[src/hdl/fetch_pkg.sv]
package fetch_pkg;

  // ********************
  // widths
  // ********************

  // pc and instruction word width
  localparam int xlen = 32;

  // register index width, x0..x31
  localparam int reg_addr_w = 5;

  // ********************
  // fetch controller states
  // ********************

  typedef enum logic [1:0] {
    idle,
    wait_arready,
    wait_rvalid,
    wait_ready
  } fetch_state_t;

  // ********************
  // predecode opcode classes
  // ********************

  typedef enum logic [3:0] {
    op_load,
    op_store,
    op_branch,
    op_jal,
    op_jalr,
    op_alu,
    op_alu_imm,
    op_lui,
    op_auipc,
    op_system,
    op_illegal
  } op_class_t;

endpackage

[src/hdl/predecode_stage.sv]
`timescale 1ns/100ps

module predecode_stage (
  input  logic                             clock,
  input  logic                             reset,

  // fetched word from the fetch stage
  input  logic                             in_valid_i,
  output logic                             in_ready_o,
  input  logic [fetch_pkg::xlen-1:0]       in_pc_i,
  input  logic [fetch_pkg::xlen-1:0]       in_inst_i,

  // tagged word downstream
  output logic                             out_valid_o,
  input  logic                             out_ready_i,
  output logic [fetch_pkg::xlen-1:0]       out_pc_o,
  output logic [fetch_pkg::xlen-1:0]       out_inst_o,
  output fetch_pkg::op_class_t             out_class_o,
  output logic [fetch_pkg::reg_addr_w-1:0] out_rd_o
);

  import fetch_pkg::*;

  op_class_t             cls;
  logic [reg_addr_w-1:0] rd;
  logic                  load;

  // ********************
  // classification
  // ********************

  // RV32I major opcodes, low two bits must be 11
  function automatic op_class_t classify(input logic [6:0] opcode);
    op_class_t c;
    case (opcode)
      7'b0000011: c = op_load;
      7'b0100011: c = op_store;
      7'b1100011: c = op_branch;
      7'b1101111: c = op_jal;
      7'b1100111: c = op_jalr;
      7'b0110011: c = op_alu;
      7'b0010011: c = op_alu_imm;
      7'b0110111: c = op_lui;
      7'b0010111: c = op_auipc;
      7'b1110011: c = op_system;
      default:    c = op_illegal;
    endcase
    return c;
  endfunction

  assign cls = classify(in_inst_i[6:0]);

  // no destination for store, branch, illegal
  assign rd = (cls == op_store || cls == op_branch || cls == op_illegal) ?
              '0 : in_inst_i[11:7];

  // ********************
  // pipeline register
  // ********************

  // empty, or the held entry leaves this cycle
  assign in_ready_o = !out_valid_o || out_ready_i;
  assign load       = in_valid_i && in_ready_o;

  always_ff @(posedge clock) begin
    if (reset) begin
      out_valid_o <= 1'b0;
    end else if (load) begin
      out_valid_o <= 1'b1;
    end else if (out_ready_i) begin
      out_valid_o <= 1'b0;
    end
  end

  // payload only changes on a load, so it holds under stall
  always_ff @(posedge clock) begin
    if (load) begin
      out_pc_o    <= in_pc_i;
      out_inst_o  <= in_inst_i;
      out_class_o <= cls;
      out_rd_o    <= rd;
    end
  end

endmodule

[config.mk]
export PLATFORM = sky130hd
export DESIGN_NAME = predecode_stage
export DESIGN_NICKNAME = d
export VERILOG_FILES = /design/src/hdl/fetch_pkg.sv /design/src/hdl/predecode_stage.sv
export SDC_FILE = /design/constraint.sdc
export NUM_CORES = 1
export LEC_CHECK = 0
export ABC_AREA = 1
export BUFFER_PORTS_ARGS = -buffer_cell sky130_fd_sc_hd__buf_4
export CELL_PAD_IN_SITES_DETAIL_PLACEMENT = 1
export CELL_PAD_IN_SITES_GLOBAL_PLACEMENT = 1
export CORE_ASPECT_RATIO = 2
export CORE_MARGIN = 4
export CORE_UTILIZATION = 34
export DETAILED_ROUTE_END_ITERATION = 10
export HOLD_SLACK_MARGIN = 0.06
export PLACE_DENSITY = 0.86
export SETUP_SLACK_MARGIN = 0.3
export SLEW_MARGIN = 25
export SYNTH_ARGS = -nofsm -noshare
export SYNTH_HDL_FRONTEND = slang
export SYNTH_SLANG_ARGS = --single-unit
[constraint.sdc]
create_clock -name clock -period 6.5 [get_ports clock]
set_clock_uncertainty 0.1 [all_clocks]
set_input_delay 0.65 -clock clock [delete_from_list [all_inputs] [get_ports clock]]
set_output_delay 0.65 -clock clock [all_outputs]
set_load 0.01 [all_outputs]
==> flow_metrics.py <==
metrics = {
    "worst_setup_path": {
        "arrival_ns": 1.11,
        "timing.rr.end": "out_class_o[3]$_DFFE_PP_",
        "endpoint": "in_ready_o",
        "cp-end-kind": "output port",
        "r2r-start": "out_valid_o$_SDFFE_PP0P_",
        "critPathMaxFanout": 2,
        "cp-start-kind": "primary input",
        "reg2reg_depth": 2,
        "crit_start": "out_ready_i",
        "crit_type": "in -> out",
        "r2r_slack_ns": 4.76,
        "worstPathRequired_ns": 5.75,
    },
    "floorplan": {
        "core_area_um2": 7050,
        "dieArea_um2": 8850,
        "initial_core_util": 0.354,
        "die_w_um": 68.5,
        "pin_count": 143,
        "fp.dieH_um": 129,
        "num_rows": 43,
    },
    "layout": {
        "design_area_um2": 3960,
        "antenna_cells": 0,
        "finish.utilization": 0.561,
        "drive_gt1_frac": 0.582,
        "final_nets": 355,
        "area_growth_pct": 58.7,
    },
    "synth": {
        "yosysWarnings": 0,
        "synth_seq_cells": 74,
        "synth_nets": 201,
        "syn_inst": 133,
        "synth.top_cells.by_count": "73 x edfxtp_1, 18 x nand2_1, 11 x inv_1",
        "synth_edf_count": 73,
        "ys_async_sr_fraction": 0,
        "syn-cell-area_um2": 2490,
        "synth-seq-area-share": 0.888,
        "avgSynthCellArea_um2": 18.7,
        "synthDistinctLibCells": 15,
        "yosys.area.top_type": "edfxtp_1",
        "synth_top_area_frac": 0.880,
        "synth_flop_cell": "edfxtp_1",
        "ys_top_cells_by_area": "edfxtp_1 88%, nand2_1 2.7%, inv_1 1.7%, nor2_2 1.3%, nor2_1 1.1%",
        "yosysMostFrequentCell": "edfxtp_1",
    },
    "sta": {
        "worst_pin_slew_ns": 0.911,
        "max_freq_mhz": 537,
        "slew_violations": 0,
        "rsz0062_at_grt": "false",
        "hold_viol": 0,
        "fin_ws_ns": 4.64,
        "fin_crit_sh": 0.286,
        "slew_headroom": 0.393,
        "fin_setup_tns_ns": 0,
        "setup_viol": 0,
        "period_needed_ns": 1.86,
    },
    "detailed_routing": {
        "wl_mm": 7.25,
        "wire_per_inst_um": 19.0,
        "vias_per_cell": 4.41,
        "drc_errors": 0,
        "vias": 1683,
        "first_pass_iters": 5,
        "drt-initial-drc-count": 130,
        "postRouteAntennaNets": 0,
    },
    "outcome": {
        "status": "finished clean",
    },
    "clock_tree": {
        "cts_tree": "done",
        "clk_pin_slew_ns": 0.05,
        "clockBufferDepth": 2,
        "cts-buffers-inserted": 9,
        "ctsResizeCount": 0,
        "hold_buffers": 0,
        "htree_levels": 3,
        "cts_setup_buffers": 0,
        "clock-sinks": 74,
        "clockRootBuffer": "clkbuf_16",
        "clk_latency_ns": 0.32,
    },
    "pwr": {
        "p_per_area_nw_per_um2": 282,
        "vdd.ir_drop.worst_mv": 0.125,
        "p_leak_nw": 1.71,
    },
    "placed_design": {
        "post-place-ws_ns": 4.37,
        "dpl.hpwl_mm": 5.59,
        "gp_congestion": 0.749,
        "io_buffers": 142,
        "place_area_um2": 3690,
    },
    "global_routing": {
        "grt_pass1_vias": 1843,
        "grt_usage": 0.171,
        "antenna_found_initial": 0,
        "grt_pass1_wl_mm": 10.2,
        "grt_max_degree": 74,
        "grt_overflow_total": 0,
    },
    "min_path": {
        "hold_path_class": "in -> reg",
    },
    "flow_run": {
        "max-cap-violations": 0,
    },
}
## power breakdown
group | internal (mW) | switching [mW] | total [mW]
Combinational | 0.0598 | 0.0535 | 0.113
Sequential | 0.559 | 0.00910 | 0.568
Clock | 0.267 | 0.169 | 0.435
Total | 0.885 | 0.231 | 1.12
## metrics by stage
| stage | hold WS (ns) | total power [mW] | cells |
|---|---|---|---|
| 2_1_floorplan | 0.477 | 0.610 | 133 |
| 3_3_place_gp | 0.421 | 0.685 | 366 |
| 3_5_place_dp | 0.467 | 0.691 | 366 |
| 4_1_cts | 0.366 | 1.13 | 382 |
| 5_1_grt | 0.374 | 1.16 | 382 |
| 6_report | 0.382 | 1.12 | 382 |
## worst min path at each step
| stage | start | endpoint | cells after the start |
|---|---|---|---|
| 3_3_place_gp | out_valid_o$_SDFFE_PP0P_ | out_valid_o$_SDFFE_PP0P_ | 2 |
| 6_report | reset | out_valid_o$_SDFFE_PP0P_ | 2 |
| 2_1_floorplan | out_valid_o$_SDFFE_PP0P_ | out_valid_o$_SDFFE_PP0P_ | 2 |
| 4_1_cts | reset | out_valid_o$_SDFFE_PP0P_ | 2 |
| 3_5_place_dp | out_valid_o$_SDFFE_PP0P_ | out_valid_o$_SDFFE_PP0P_ | 2 |
| 5_1_grt | reset | out_valid_o$_SDFFE_PP0P_ | 2 |
## cells in the final DEF (no fill, tap or decap), types with 2 or more instances in the layout
| master | count |
|---|---|
| inv_2 | 2 |
| buf_4 | 143 |
| nor3_1 | 2 |
| nor2_4 | 2 |
| clkbuf_16 | 9 |
| nand2_1 | 18 |
| edfxtp_1 | 73 |
| nand2_2 | 2 |
| clkinv_2 | 3 |
| nor2_1 | 7 |
| nand3_1 | 5 |
| clkbuf_1 | 3 |
| nor2_2 | 5 |
| inv_1 | 11 |
## sequential cells by signal, indices dropped and copies added, names as in the netlist
name         cells
out_pc_o        32
out_valid_o      1
out_rd_o         5
out_class_o      4
out_inst_o      32
## critical path, cell delays in order
cell,delay [ns]
buf_4,0.11
inv_1,0.11
nand2_1,0.09
buf_4,0.16
## layer usage
layer | GRT usage | part of all wire
met2 | 0.321 | 0.61
met4 | 0.0832 | 0.023
met5 | 0 | 0
met3 | 0.0494 | 0.069
met1 | 0.157 | 0.30
## cell families (layout without fill, tap and decap cells)
family,Yosys count,count (layout),synth area share
and+or+nand+nor,43,43,0.0868
DFF,74,74,0.888
AOI/OAI and AO/OA,3,3,0.00602
buffers and inverters,13,172,0.0196
## area by class of cell
type	instances	area, µm²
clock buffers	13	250
inverters	13	48.8
fillers	720	3090
well taps	90	113
repair buffers	143	1070
clock inverters	3	15.0
multi-input cells	46	243
flip-flops and latches	74	2210
Note: power is estimated with default switching activity, not from simulation.
