[src/hdl/fetch_pkg.sv]
package fetch_pkg;

  // ********************
  // widths
  // ********************

  // pc and instruction word width
  localparam int xlen = 32;

  // register index width, x0..x31
  localparam int reg_addr_w = 5;

  // ********************
  // fetch controller states
  // ********************

  typedef enum logic [1:0] {
    idle,
    wait_arready,
    wait_rvalid,
    wait_ready
  } fetch_state_t;

  // ********************
  // predecode opcode classes
  // ********************

  typedef enum logic [3:0] {
    op_load,
    op_store,
    op_branch,
    op_jal,
    op_jalr,
    op_alu,
    op_alu_imm,
    op_lui,
    op_auipc,
    op_system,
    op_illegal
  } op_class_t;

endpackage

[src/hdl/fetch_controller.sv]
`timescale 1ns/100ps

module fetch_controller (
  input  logic clock,
  input  logic reset,

  // upstream handshake, from the pc stage
  input  logic valid_pre_i,
  output logic ready_pre_o,

  // downstream handshake, to predecode
  output logic valid_post_o,
  input  logic ready_post_i,

  // register enables for the datapath
  output logic pc_we_o,
  output logic inst_we_o,

  // address read channel
  input  logic arready_i,
  output logic arvalid_o,

  // read data channel
  output logic rready_o,
  input  logic rvalid_i
);

  import fetch_pkg::*;

  fetch_state_t cur_state;
  fetch_state_t next_state;

  // ********************
  // outputs
  // ********************

  // all handshake outputs come straight from the state
  assign ready_pre_o  = (cur_state == idle);
  assign arvalid_o    = (cur_state == wait_arready);
  assign rready_o     = (cur_state == wait_rvalid);
  assign valid_post_o = (cur_state == wait_ready);

  // capture strobes
  // pc on the upstream transfer
  assign pc_we_o   = valid_pre_i && ready_pre_o;
  // instruction word on the read data transfer
  assign inst_we_o = rvalid_i && rready_o;

  // ********************
  // state register
  // ********************

  always_ff @(posedge clock) begin
    if (reset) begin
      cur_state <= idle;
    end else begin
      cur_state <= next_state;
    end
  end

  // ********************
  // next state
  // ********************

  // one fetch at a time, each step waits for its own handshake
  always_comb begin
    next_state = cur_state;
    case (cur_state)
      idle: begin
        if (valid_pre_i) begin
          next_state = wait_arready;
        end
      end
      wait_arready: begin
        // address accepted by the memory
        if (arready_i) begin
          next_state = wait_rvalid;
        end
      end
      wait_rvalid: begin
        if (rvalid_i) begin
          next_state = wait_ready;
        end
      end
      wait_ready: begin
        // word taken by predecode
        if (ready_post_i) begin
          next_state = idle;
        end
      end
      default: next_state = idle;
    endcase
  end

endmodule

[src/hdl/fetch_stage.sv]
`timescale 1ns/100ps

module fetch_stage (
  input  logic                       clock,
  input  logic                       reset,

  // address in from the pc stage
  input  logic                       pc_valid_i,
  output logic                       pc_ready_o,
  input  logic [fetch_pkg::xlen-1:0] pc_i,

  // fetched word out to predecode
  output logic                       inst_valid_o,
  input  logic                       inst_ready_i,
  output logic [fetch_pkg::xlen-1:0] inst_pc_o,
  output logic [fetch_pkg::xlen-1:0] inst_o,

  // address read channel
  output logic [fetch_pkg::xlen-1:0] araddr_o,
  output logic                       arvalid_o,
  input  logic                       arready_i,

  // read data channel
  input  logic [fetch_pkg::xlen-1:0] rdata_i,
  input  logic                       rvalid_i,
  output logic                       rready_o
);

  import fetch_pkg::*;

  logic            pc_we;
  logic            inst_we;
  logic [xlen-1:0] pc_q;
  logic [xlen-1:0] inst_q;

  // ********************
  // sequencing
  // ********************

  fetch_controller u_ctrl (
    .clock        (clock),
    .reset        (reset),
    .valid_pre_i  (pc_valid_i),
    .ready_pre_o  (pc_ready_o),
    .valid_post_o (inst_valid_o),
    .ready_post_i (inst_ready_i),
    .pc_we_o      (pc_we),
    .inst_we_o    (inst_we),
    .arready_i    (arready_i),
    .arvalid_o    (arvalid_o),
    .rready_o     (rready_o),
    .rvalid_i     (rvalid_i)
  );

  // ********************
  // datapath registers
  // ********************

  // pc held from capture until the word leaves
  always_ff @(posedge clock) begin
    if (pc_we) begin
      pc_q <= pc_i;
    end
  end

  // read data held while predecode stalls
  always_ff @(posedge clock) begin
    if (inst_we) begin
      inst_q <= rdata_i;
    end
  end

  // bus address from the held pc, stable while arvalid is up
  assign araddr_o  = pc_q;
  assign inst_pc_o = pc_q;
  assign inst_o    = inst_q;

endmodule

[config.mk]
export PLATFORM = sky130hd
export DESIGN_NAME = fetch_stage
export DESIGN_NICKNAME = d
export VERILOG_FILES = /design/src/hdl/fetch_pkg.sv /design/src/hdl/fetch_controller.sv /design/src/hdl/fetch_stage.sv
export SDC_FILE = /design/constraint.sdc
export NUM_CORES = 1
export LEC_CHECK = 0
export BUFFER_PORTS_ARGS = -buffer_cell sky130_fd_sc_hd__buf_2
export CAP_MARGIN = 10
export CORE_ASPECT_RATIO = 1.4
export CORE_MARGIN = 1
export CORE_UTILIZATION = 40
export CTS_CLUSTER_DIAMETER = 80
export DETAILED_ROUTE_END_ITERATION = 10
export PLACE_DENSITY_LB_ADDON = 0.12
export REMOVE_ABC_BUFFERS = 1
export SLEW_MARGIN = 20
export SYNTH_ARGS = -nofsm -noshare
export SYNTH_HDL_FRONTEND = slang
export SYNTH_HIERARCHICAL = 1
export SYNTH_SLANG_ARGS = --single-unit
[constraint.sdc]
create_clock -name clock -period 2.1 [get_ports clock]
set_input_delay 0.42 -clock clock [delete_from_list [all_inputs] [get_ports clock]]
set_output_delay 0.42 -clock clock [all_outputs]
set_load 0.01 [all_outputs]
==> flow_summary.json <==
{
  "status": "finished clean",
  "netlist_instances": 117,
  "yosys_warnings": 6,
  "drt_first_pass_iters": 4,
  "areaGrowthSynthToFinish_pct": 37.1,
  "clk_path_buf_depth": 2,
  "post_cts_resized": 0,
  "grt_pass1_wl_um": 6450,
  "cts_tree": "done",
  "p_total_mw": 3.72,
  "ys_seq_area_share_pct": 82.3,
  "required_ns": 1.68,
  "vias": 1456,
  "synth_top_family_by_area": "buffers and inverters",
  "hold_violations": 0,
  "hpwl_um": 3780,
  "end_kind": "output port",
  "drtAntennaViolNets": 0,
  "fin_crit_sh_pct": 76.2,
  "cts.sinks": 66,
  "io_buffers": 169,
  "post-cts-setup-buffer-count": 0,
  "fin_area_mm2": 0.00327,
  "layout_min_cycle_time_ns": 1.60,
  "numCtsBuffers": 9,
  "wl_per_cell_um": 14.3,
  "via_per_inst": 4.28,
  "diodes": 0,
  "drt-initial-drc-count": 99,
  "worst-setup-path-type": "flip-flop to output port",
  "drv_slew": 0,
  "cts_hold_buffers": 0,
  "arrival_ns": 1.18,
  "final.setup_skew_ns": 0.00619,
  "synth_seq_cells": 66,
  "holdWs_ns": 0.254,
  "post_dp_cell_area_mm2": 0.00309,
  "dieArea_mm2": 0.00628,
  "ys_types": 12,
  "vdd_drop_max_uv": 586,
  "fin_setup_tns_ns": 0,
  "start_util_pct": 42.2,
  "clk_pin_slew_worst_paths_ns": 0.07,
  "synth_simple_gate_area_share_pct": 2.73,
  "fp.dieH_um": 93.3,
  "wl_um": 4860,
  "setup_viol": 0,
  "clockRootBuffer": "clkbuf_8",
  "synthXorXnorAreaFrac_pct": 0,
  "fill_cells": 483,
  "synth_compound_area_share_pct": 1.47,
  "synthMuxAreaShare_pct": 0.840,
  "grt_pass1_vias": 1320,
  "maxSlewHeadroom_pct": 73.4,
  "synth_fa_ha_area_share_pct": 2.10,
  "rows": 32,
  "insertion_delay_ns": 0.34,
  "grt_max_degree": 33,
  "hp-class": "primary input to flip-flop",
  "rsz0062_at_grt": "false",
  "maxCapViolCount": 0,
  "die_w_um": 67.2,
  "antenna_found_initial": 0,
  "design.core.area_mm2": 0.00565,
  "worstMarginPinSlew_ns": 0.399,
  "syn_area_per_cell_um2": 20.4,
  "htree_levels": 3,
  "start_kind": "flip-flop",
  "drive_above_1_share_pct": 68.0,
  "nNetsFinal": 341,
  "track_usage_pct": 15.5,
  "place.gp.congestion": 0.730,
  "remaining_drc_errors": 0,
  "max_freq_mhz": 625,
  "io_pins": 170,
  "crit_fanout": 4,
  "grt.overflow.total": 0,
  "cellLeakagePower_nw": 1.46,
  "power.density_mw_per_mm2": 1140,
  "netlist_area_mm2": 0.00238
}
## area by class of cell
class,count,area [um^2],area share (%)
Timing Repair Buffer,171,861,26.4
Clock buffer,12,135,4.14
Inverter,3,11.3,0.345
Multi-Input combinational cell,16,170,5.21
Sequential cell,66,1960,60.1
Tap cell,68,85.1,2.60
Clock inverter,4,42.5,1.30
## per-stage QoR
stage               std cells  setup slack [ns]  util [%]
finish                    340             0.500      57.9
global route              340             0.456      57.9
CTS                       340             0.474      57.9
detailed placement        324             0.616      54.7
global placement          324             0.637      54.7
floorplan                  85             0.245         -
## sequential cells by signal, indices dropped and copies added, names as in the netlist
signal            flops
araddr_o             32
inst_o               32
u_ctrl/cur_state      2
## layout by cell type, fill, tap and decap left out
| cell type | instances |
|---|---|
| a2111oi_4 | 1 |
| and2_1 | 2 |
| buf_2 | 169 |
| buf_4 | 2 |
| bufinv_16 | 1 |
| clkbuf_1 | 3 |
| clkbuf_8 | 9 |
| clkinv_1 | 2 |
| clkinv_2 | 1 |
| dfxtp_1 | 2 |
| edfxtp_1 | 64 |
| ha_1 | 4 |
| inv_1 | 3 |
| mux2i_1 | 2 |
| nand2b_1 | 3 |
| nor2b_1 | 1 |
| nor2b_4 | 2 |
| o21bai_1 | 1 |
## where the power goes
part | total (mW) | internal [mW] | leakage (nW) | switching (mW)
clock | 0.967 | 0.539 | 0.0894 | 0.428
combinational | 0.910 | 0.379 | 0.759 | 0.532
sequential | 1.85 | 1.75 | 0.611 | 0.0946
total | 3.72 | 2.67 | 1.46 | 1.05
## per-layer routing
| metal | up-vias | GRT usage (%) | share of wire (%) |
|---|---|---|---|
| met2 | 89 | 25.5 | 55 |
| met4 | 0 | 10.1 | 2.6 |
| met3 | 11 | 5.73 | 8.4 |
| met1 | 664 | 16.0 | 34 |
| met5 | - | 0 | 0 |
| li1 | 692 | - | - |
## logic make-up (layout without fill, tap and decap cells)
group | after synthesis | in the layout
flip-flops | 66 | 66
buffers and inverters | 35 | 190
AND/OR/NAND/NOR | 8 | 8
adder cells (fa/ha/maj) | 4 | 4
AO/OA/AOI/OAI | 2 | 2
multiplexers | 2 | 2
## critical path, cell delays in order, from the launching register on
cell and delay [ns]:
dfxtp_1 0.38, inv_1 0.08, ha_1 0.24, buf_2 0.15
## Yosys cell counts
library cell   n  share of area, %
a2111oi_4      1               1.2
and2_1         2              0.52
buf_4         32                10
dfxtp_1        2               1.7
edfxtp_1      64                81
ha_1           4               2.1
inv_1          3              0.47
mux2i_1        2              0.84
nand2b_1       3              0.79
nor2b_1        1              0.26
nor2b_4        2               1.2
o21bai_1       1              0.32
## worst paths after layout
path                                    start                          endpoint  slack [ns]  depth (start not counted)
max reg2reg  u_ctrl/cur_state[0]$_SDFFE_PP0P_              inst_o[31]$_DFFE_PP_        0.62                          4
min reg2reg  u_ctrl/cur_state[0]$_SDFFE_PP0P_  u_ctrl/cur_state[0]$_SDFFE_PP0P_        0.52                          2
min                                  pc_i[11]            araddr_o[11]$_DFFE_PP_        0.25                          1
max          u_ctrl/cur_state[0]$_SDFFE_PP0P_                          rready_o        0.50                          3
(Power assumes the default switching activity.)
