`src/hdl/fetch_pkg.sv`:
```
package fetch_pkg;

  // ********************
  // widths
  // ********************

  // pc and instruction word width
  localparam int xlen = 32;

  // register index width, x0..x31
  localparam int reg_addr_w = 5;

  // ********************
  // fetch controller states
  // ********************

  typedef enum logic [1:0] {
    idle,
    wait_arready,
    wait_rvalid,
    wait_ready
  } fetch_state_t;

  // ********************
  // predecode opcode classes
  // ********************

  typedef enum logic [3:0] {
    op_load,
    op_store,
    op_branch,
    op_jal,
    op_jalr,
    op_alu,
    op_alu_imm,
    op_lui,
    op_auipc,
    op_system,
    op_illegal
  } op_class_t;

endpackage

```
`src/hdl/pc_stage.sv`:
```
`timescale 1ns/100ps

module pc_stage #(
  parameter logic [fetch_pkg::xlen-1:0] RESET_PC = '0
) (
  input  logic                       clock,
  input  logic                       reset,

  // next fetch address towards the fetch stage
  output logic                       pc_valid_o,
  input  logic                       pc_ready_i,
  output logic [fetch_pkg::xlen-1:0] pc_o
);

  import fetch_pkg::*;

  logic            valid_q;
  logic [xlen-1:0] pc_q;
  logic            take;

  // one address handed over
  assign take = valid_q && pc_ready_i;

  // ********************
  // counter
  // ********************

  // valid comes up the first cycle after reset and stays up,
  // there is always a next sequential address to offer
  always_ff @(posedge clock) begin
    if (reset) begin
      valid_q <= 1'b0;
      pc_q    <= RESET_PC;
    end else begin
      valid_q <= 1'b1;
      // step one word per accepted address, stays aligned
      if (take) begin
        pc_q <= pc_q + xlen'(4);
      end
    end
  end

  assign pc_valid_o = valid_q;
  assign pc_o       = pc_q;

endmodule

```
`config.mk`:
```
export PLATFORM = sky130hd
export DESIGN_NAME = pc_stage
export DESIGN_NICKNAME = d
export VERILOG_FILES = /design/src/hdl/fetch_pkg.sv /design/src/hdl/pc_stage.sv
export SDC_FILE = /design/constraint.sdc
export NUM_CORES = 1
export LEC_CHECK = 0
export BUFFER_PORTS_ARGS = -buffer_cell sky130_fd_sc_hd__buf_4
export CORE_ASPECT_RATIO = 0.9
export CORE_UTILIZATION = 47
export CTS_CLUSTER_SIZE = 28
export DETAILED_ROUTE_END_ITERATION = 12
export PLACE_DENSITY = 0.77
export RECOVER_POWER = 50
export SLEW_MARGIN = 30
export SYNTH_ARGS = -nofsm -noshare
export SYNTH_HDL_FRONTEND = slang
export SYNTH_SLANG_ARGS = --single-unit
export TNS_END_PERCENT = 20
```
`constraint.sdc`:
```
create_clock -name clock -period 1.9 [get_ports clock]
set_clock_uncertainty 0.15 [all_clocks]
set_input_delay 0 -clock clock [delete_from_list [all_inputs] [get_ports clock]]
set_output_delay 0 -clock clock [all_outputs]
set_load 0.05 [all_outputs]
```
==> results of run 1 <==
## worst min-delay path by stage
stage	from	endpoint	slack (ps)	depth (start not counted)
2_1_floorplan	reset	pc_valid_o$_DFF_P_	-70	1
3_3_place_gp	pc_ready_i	pc_o[3]$_SDFFE_PP0P_	140	3
3_5_place_dp	pc_ready_i	pc_o[3]$_SDFFE_PP0P_	160	3
4_1_cts	pc_o[26]$_SDFFE_PP0P_	pc_o[26]$_SDFFE_PP0P_	360	2
5_1_grt	pc_o[21]$_SDFFE_PP0P_	pc_o[21]$_SDFFE_PP0P_	390	2
6_report	pc_o[31]$_SDFFE_PP0P_	pc_o[31]$_SDFFE_PP0P_	350	2
## per-stage QoR
step / worst slack (ps) / total power (W) / util [%] / hold slack (ps)
finish: 52.3 / 0.00106 / 60.2 / 351
global route: -12.8 / 0.00111 / 60.2 / 389
CTS: 0.773 / 0.00107 / 62.5 / 362
detailed placement: -22.9 / 0.000718 / 59.8 / 160
global placement: 91.9 / 0.000716 / 59.8 / 141
floorplan: -17.4 / 0.000707 / - / -74.2
## tightest hold or removal path: cells and delay by family, from the launching register on
kind               cells  cell delay [ps]
AOI/OAI and AO/OA      2              130
DFF                    1              330
## routing by layer
metal,up-vias,share of wire (%),GRT usage (%)
met2,44,49,37.9
met3,4,5.7,7.67
li1,714,-,-
met5,-,0,0
met1,669,43,29.9
met4,0,1.5,8.57
## flip-flops by register name, summed over array words and instances (netlist names)
| name | count |
|---|---|
| pc_valid_o | 1 |
| pc_o | 30 |
## logic make-up after synthesis
kind of cell / count (synthesis) / synth area share [%]
compound gates: 35 / 14.5
fa+ha+maj: 1 / 0.832
simple gates: 75 / 30.4
buf+inv: 15 / 5.74
flops: 31 / 41.3
other cells: 1 / 0.249
xor+xnor: 12 / 6.99
## cell type report
cell class                      count  area share, %
Multi-Input combinational cell    126           45.3
Sequential cell                    31           36.2
Timing Repair Buffer               42           12.5
Tap cell                           42           2.87
Clock buffer                        5           2.05
Inverter                            3          0.615
Clock inverter                      2          0.478
## where the power goes
group / internal [W] / switching, W
Combinational: 0.0000137 / 0.0000403
Sequential: 0.000646 / 0.00000489
Clock: 0.000131 / 0.000227
Total: 0.000791 / 0.000272
## timing repair
| action | in CTS | in global routing |
|---|---|---|
| endpoints found under the setup margin | 3 | 13 |
| gates cloned | 0 | 1 |
| buffers inserted | 0 | 1 |
| hold buffers | 3 | 0 |
| hold endpoints to repair | 29 | 0 |
| resized for setup | 3 | 4 |
| pin swaps | 0 | 3 |
## Yosys cell counts, types with 3 or more instances
| master | count | area share [%] |
|---|---|---|
| nand2_1 | 13 | 3.2 |
| nand4_1 | 10 | 4.2 |
| buf_4 | 3 | 1.5 |
| or4_1 | 11 | 5.5 |
| clkbuf_1 | 3 | 0.75 |
| buf_2 | 3 | 1.0 |
| and4_1 | 7 | 4.1 |
| a21oi_1 | 16 | 5.3 |
| nand3_1 | 8 | 2.7 |
| inv_1 | 3 | 0.75 |
| o21ai_0 | 4 | 1.3 |
| dfxtp_1 | 31 | 41 |
| xor2_1 | 12 | 7.0 |
| o31ai_1 | 11 | 5.5 |
| or3_1 | 4 | 1.7 |
| nor2_1 | 12 | 3.0 |
==> flow_metrics.tcl, run 1 <==
set metrics [dict create \
    final_nets 213 \
    io_pins 36 \
    dp.cells 239 \
    drtAntennaViolNets 0 \
    tightest_slew_ps 615 \
    drv_slew 0 \
    drt_first_pass_iters 4 \
    io_buffers 33 \
    die_area_um2 3430 \
    syn_area_per_cell_um2 8.85 \
    synth_edf_count 0 \
    numCtsBuffers 5 \
    start_util_pct 49.4 \
    path_delay_family "simple AND/OR/NAND/NOR gates" \
    clock_sinks 31 \
    die_h_um 55.7 \
    syn2layout_area_growth_pct 21.7 \
    grt_usage_pct 24.0 \
    rsz0062_at_grt "yes" \
    leakage_nw 0.626 \
    netlist-cell-type-count 29 \
    place_area_um2 1820 \
    ir_drop_mv 0.413 \
    post-route-period-util_pct 97.2 \
    endpoint "pc_o[25]$_SDFFE_PP0P_" \
    htreeDepth 2 \
    cp.required_ps 2020 \
    grt_pass1_wl_um 6020 \
    core_area_um2 3040 \
    yosys_register_bits 31 \
    fmax_mhz 541 \
    critPathMaxFanout 8 \
    drc 0 \
    final_cell_mix "clkbuf_1 (25), a21oi_1 (16), dfxtp_2 (15), buf_4 (14)" \
    hold_viol 0 \
    ff2ff_path_depth 4 \
    insertion_delay_ps 340 \
    chipWidth_um 61.6 \
    fillCellCount 291 \
    crit_type "reg -> reg" \
    critPathLaunchType "flip-flop" \
    hp-class "reg -> reg" \
    antenna_found_initial 0 \
    cp_cell_sequence "and4_1, nand4_2, or4_1, a21oi_1" \
    multi_input_area_um2 830 \
    drv_cap 0 \
    cp-startpoint "pc_valid_o$_DFF_P_" \
    viasPerCell 5.70 \
    power_density_nw_per_um2 581 \
    grt_remaining_overflow 0 \
    rows 19 \
    seq_area_um2 662 \
    cts_root_buf "clkbuf_4" \
    r2r-start "pc_valid_o$_DFF_P_" \
    r2r_setup_slack_ps 50 \
    max-slew-margin-rel_pct 59.2 \
    fin_area_um2 1830 \
    cp.depth 4 \
    slowest_stage "or4_1" \
    r2r-end "pc_o[25]$_SDFFE_PP0P_" \
    outcome "completed" \
    fin_setup_tns_ps 0 \
    cts_tree "done" \
    final_common_cell "clkbuf_1" \
    ys_seq_area_share_pct 41.3 \
    grt_pass1_vias 1307 \
    wl_per_cell_um 14.8 \
    crit_buf_inv 0 \
    synthArstFlopShare_pct 0 \
    max-clock-path-buffers 2 \
    fin_cells 251 \
    layout-drive-gt1-share_pct 25.4 \
    synthFlopType "dfxtp_1" \
    dp_hpwl_um 2560 \
    via_count 1431 \
    place.gp.congestion 0.792 \
    drt-initial-drc-count 79 \
    clk_pin_slew_worst_paths_ps 100 \
    drt_wl_total_um 3720 \
    cp.arrival_ps 1970 \
    ys_warn_count 0 \
    syn_area_um2 1500 \
    synth_cells 170 \
    setup_violations 0 \
    slowest_delay_ps 540 \
    diodes 0 \
    cp-end-kind "flip-flop" \
    grt_start_max_net_pins 32 \
    post-route-min-period_ps 1850 \
]
Power figures use the tool's default switching activity.
==> inputs of run 2 (changes only) <==
--- a/config.mk
+++ b/config.mk
@@ -10,7 +10,7 @@
 export CORE_UTILIZATION = 47
 export CTS_CLUSTER_SIZE = 28
 export DETAILED_ROUTE_END_ITERATION = 12
-export PLACE_DENSITY = 0.77
+export PLACE_DENSITY = 0.74
 export RECOVER_POWER = 50
 export SLEW_MARGIN = 30
 export SYNTH_ARGS = -nofsm -noshare
==> run 2 against run 1 <==
Effect of this change: utilization shrank 0.33 points; non-clock buffer count is the same; first-iteration DRC count shrank 39%; final cell count decreased by 0.40%; fmax grew 1.6%; power shrank 0.53%; sequential share of layout area up 0.20 points; final area shrank 0.55%; routed wire length down 8.7%; clock power down 1%; critical endpoint is now pc_o[28]$_SDFFE_PP0P_.
==> flow_metrics.tcl, run 2 (synthesized netlist as in run 1, its figures left out) <==
set metrics [dict create \
    setup_violations 0 \
    drc 0 \
    rsz0062_at_grt "yes" \
    crit_type "reg -> reg" \
    slowest_delay_ps 490 \
    diodes 0 \
    fillCellCount 302 \
    leakage_nw 0.631 \
    setup_ws_ps 81.1 \
    place.gp.congestion 0.816 \
    final_cell_mix "clkbuf_1 (25), a21oi_1 (16), buf_4 (16), dfxtp_2 (15), nand2_1 (13)" \
    drv_cap 0 \
    dp_hpwl_um 2460 \
    post-route-period-util_pct 95.7 \
    chipWidth_um 61.6 \
    seq_area_um2 662 \
    fmax_mhz 550 \
    max-slew-margin-rel_pct 60.0 \
    final_nets 212 \
    cp-end-kind "flip-flop" \
    critPathLaunchType "flip-flop" \
    drtAntennaViolNets 0 \
    grt_usage_pct 22.4 \
    clk_pin_slew_worst_paths_ps 90 \
    wl_per_cell_um 13.6 \
    fin_cells 250 \
    final_common_cell "clkbuf_1" \
    path_delay_family "simple AND/OR/NAND/NOR gates" \
    slowest_stage "or4_1" \
    cp_cell_sequence "ha_1, and4_4, nand4_4, or4_1, a21oi_1" \
    power_density_nw_per_um2 581 \
    cts_root_buf "clkbuf_4" \
    grt_pass1_vias 1260 \
    antenna_found_initial 0 \
    die_h_um 55.7 \
    fin_total_pwr_w 0.00106 \
    hp-start "pc_o[21]$_SDFFE_PP0P_" \
    start_util_pct 49.4 \
    fin_setup_tns_ps 0 \
    die_area_um2 3430 \
    ir_drop_mv 0.483 \
    r2r-start "pc_o[2]$_SDFFE_PP0P_" \
    insertion_delay_ps 340 \
    grt_remaining_overflow 0 \
    cts_tree "done" \
    drt_wl_total_um 3400 \
    layout-drive-gt1-share_pct 24.5 \
    htreeDepth 2 \
    cp-startpoint "pc_o[2]$_SDFFE_PP0P_" \
    viasPerCell 5.71 \
    io_buffers 33 \
    io_pins 36 \
    critPathMaxFanout 8 \
    via_count 1427 \
    outcome "completed" \
    place_ws_ps 33.3 \
    syn2layout_area_growth_pct 21.0 \
    rows 19 \
    dp.cells 240 \
    tightest_slew_ps 603 \
    core_area_um2 3040 \
    hold_viol 0 \
    hold_ws_ps 353 \
    grt_pass1_wl_um 5740 \
    drt_first_pass_iters 4 \
    cp.required_ps 2020 \
    numCtsBuffers 5 \
    drt-initial-drc-count 48 \
    grt_start_max_net_pins 32 \
    largest_reg_flops 30 \
    crit_buf_inv 0 \
    hp-class "reg -> reg" \
    cp.arrival_ps 1940 \
    multi_input_area_um2 813 \
    drv_slew 0 \
    clock_sinks 31 \
    max-clock-path-buffers 2 \
    post-route-min-period_ps 1820 \
]
## run 2: cell count changes in the layout (fill, tap and decap cells not counted), sizes merged
| cell | previous run | this run |
|---|---|---|
| nand3 | 10 | 9 |
| clkinv | 2 | 0 |
| buf | 14 | 16 |
## run 2: final timing paths
path | slack [ps] | end | cells past startpoint
setup reg to reg | 80 | pc_o[28]$_SDFFE_PP0P_ | 5
setup / recovery | 80 | pc_o[28]$_SDFFE_PP0P_ | 5
hold reg to reg | 350 | pc_o[21]$_SDFFE_PP0P_ | 2
hold / removal | 350 | pc_o[21]$_SDFFE_PP0P_ | 2
## run 2: area by class of cell
type                       instances  area share, %
clock buffer                       7           2.47
inverter                           3          0.619
multi-input combinational        125           44.7
sequential                        31           36.4
tap                               42           2.89
timing repair buffer              42           13.0
## run 2: layer usage
metal | vias to the layer above | track usage, % | wire [um]
met5 | - | 0 | 0
met4 | 0 | 7.62 | 46
met3 | 4 | 6.28 | 134
met2 | 27 | 34.3 | 1620
met1 | 689 | 30.1 | 1590
li1 | 707 | - | -
## run 2: worst min-delay path, cell delays in order (launching register included)
cell     delay, ps
dfxtp_2        350
o31ai_1         60
a21oi_1         60
## run 2: power by group
| group | switching (W) | leakage, nW | internal, W |
|---|---|---|---|
| Combinational | 0.0000398 | 0.343 | 0.0000136 |
| Clock | 0.000214 | 0.0254 | 0.000139 |
| Sequential | 0.00000448 | 0.262 | 0.000646 |
## run 2: repair_timing
action,4_1_cts,5_1_grt
hold endpoints to repair,29,0
buffers inserted,0,0
gates cloned,0,0
endpoints found under the setup margin,2,10
resized for setup,1,2
hold buffers,3,0
## run 2: stage by stage
stage / util, % / instance area, um^2
4_1_cts: 62.6 / 1900
3_3_place_gp: 60.1 / 1830
6_report: 59.8 / 1820
2_1_floorplan: - / 1560
5_1_grt: 59.8 / 1820
3_5_place_dp: 60.1 / 1830
==> inputs of run 3 (changes only) <==
--- a/config.mk
+++ b/config.mk
@@ -7,10 +7,9 @@
 export LEC_CHECK = 0
 export BUFFER_PORTS_ARGS = -buffer_cell sky130_fd_sc_hd__buf_4
 export CORE_ASPECT_RATIO = 0.9
-export CORE_UTILIZATION = 47
+export CORE_UTILIZATION = 25
 export CTS_CLUSTER_SIZE = 28
 export DETAILED_ROUTE_END_ITERATION = 12
-export PLACE_DENSITY = 0.74
 export RECOVER_POWER = 50
 export SLEW_MARGIN = 30
 export SYNTH_ARGS = -nofsm -noshare
==> run 3 against run 2 <==
Effect of this change: sequential share of layout area decreased by 1.6 points; power up 14%; flip-flop and latch count is the same; combinational power is 2% higher; via count is 1.1% lower; clock power increased by 43%; final area grew 4.5%; global-route usage is 10 points lower; final cell count rose by 13%; setup slack better by 2.2 ps; utilization down 27 points; largest power group unchanged.
==> flow_metrics.tcl, run 3 (synthesized netlist as in run 1, its figures left out) <==
set metrics [dict create \
    max-slew-margin-rel_pct 57.7 \
    grt_remaining_overflow 0 \
    critPathMaxFanout 9 \
    hp-class "reg -> reg" \
    drv_cap 0 \
    final_cell_mix "clkbuf_1 (28), a21oi_1 (16), dfxtp_2 (15), buf_4 (14), nand2_1 (13)" \
    critPathLaunchType "input pin" \
    max-clock-path-buffers 2 \
    hold_viol 0 \
    rsz0062_at_grt "no" \
    cp.arrival_ps 1870 \
    io_pins 36 \
    leakage_nw 0.650 \
    cp-end-kind "flip-flop" \
    outcome "completed" \
    die_area_um2 6330 \
    tightest_slew_ps 635 \
    drc 0 \
    crit_type "in -> reg" \
    io_buffers 33 \
    wl_per_cell_um 12.6 \
    chipWidth_um 83.8 \
    htreeDepth 2 \
    rows 26 \
    place.gp.congestion 0.759 \
    cp.required_ps 1950 \
    fmax_mhz 550 \
    numCtsBuffers 5 \
    layout-drive-gt1-share_pct 24.9 \
    postLayoutCoreUtil_pct 33.2 \
    dp.cells 272 \
    antenna_found_initial 0 \
    post-route-period-util_pct 95.6 \
    start_util_pct 26.3 \
    largest_reg_flops 30 \
    setup_violations 0 \
    syn2layout_area_growth_pct 26.5 \
    die_h_um 75.6 \
    post-route-min-period_ps 1820 \
    power_density_nw_per_um2 635 \
    grt_pass1_wl_um 5990 \
    viasPerCell 4.99 \
    final_nets 216 \
    post-cts-setup-buffers 0 \
    drv_slew 0 \
    dp_hpwl_um 2510 \
    ir_drop_mv 0.290 \
    grt_usage_pct 12.0 \
    final_common_cell "clkbuf_1" \
    clock_sinks 31 \
    via_count 1411 \
    min_path_cells 2 \
    fin_cells 283 \
    clk_pin_slew_worst_paths_ps 70 \
    drt_first_pass_iters 4 \
    drtAntennaViolNets 0 \
    ff2ff_path_depth 5 \
    core_area_um2 5730 \
    drt_wl_total_um 3580 \
    cts_tree "done" \
    diodes 0 \
    drt-initial-drc-count 48 \
    grt_start_max_net_pins 32 \
    grt_pass1_vias 1238 \
    insertion_delay_ps 280 \
    cts_root_buf "clkbuf_8" \
]
-- run 3: cell types whose count changed in the layout (fill, tap and decap cells not counted), sizes merged --
cell    previous run  this run
clkinv             0         3
clkbuf            30        34
buf               16        14
-- run 3: area by class of cell --
class / instances / area (um^2)
fillers: 632 / 3820
multi-input cells: 125 / 813
flip-flops and latches: 31 / 662
repair buffers: 46 / 245
well taps: 70 / 87.6
clock buffers: 5 / 68.8
clock inverters: 3 / 15.0
inverters: 3 / 11.3
-- run 3: routing by layer --
layer / routed length (um) / track usage (%)
met1: 1880 / 17.0
met2: 1500 / 17.5
met3: 147 / 3.58
met4: 43 / 3.95
met5: 0 / 0
-- run 3: path summary, 6_finish.rpt --
check | startpoint | to | slack (ps)
setup / recovery | pc_ready_i | pc_o[21]$_SDFFE_PP0P_ | 80
hold / removal | pc_o[17]$_SDFFE_PP0P_ | pc_o[17]$_SDFFE_PP0P_ | 350
setup reg to reg | pc_o[2]$_SDFFE_PP0P_ | pc_o[30]$_SDFFE_PP0P_ | 90
hold reg to reg | pc_o[17]$_SDFFE_PP0P_ | pc_o[17]$_SDFFE_PP0P_ | 350
-- run 3: through the flow --
stage          hold slack [ps]  power [W]  setup TNS [ps]  cell area [um^2]  setup WS [ps]
2_1_floorplan            -74.2   0.000707           -46.8              1560          -17.4
3_5_place_dp               151   0.000720           -5.64              1890          -5.64
6_report                   348    0.00121               0              1900           83.3
5_1_grt                    371    0.00127               0              1900           4.71
4_1_cts                    348    0.00123               0              2010           22.0
3_3_place_gp               150   0.000720               0              1890           32.5
-- run 3: repair_timing --
item | in CTS | in global routing
endpoints found under the hold margin | 29 | 0
hold buffers | 3 | 0
gates resized for setup | 1 | 3
endpoints found under the setup margin | 2 | 10
pin swaps | 0 | 2
-- run 3: power breakdown --
| group | internal, W | total [W] | switching [W] |
|---|---|---|---|
| Combinational | 0.0000132 | 0.0000545 | 0.0000413 |
| Clock | 0.000250 | 0.000504 | 0.000254 |
| Sequential | 0.000647 | 0.000651 | 0.00000385 |
-- run 3: worst max-delay path, cell delays in order --
cell           delay [ps]
dlygate4sd3_1         520
buf_4                 120
and4_1                270
nand2_1               240
or4_1                 560
a21oi_1               150
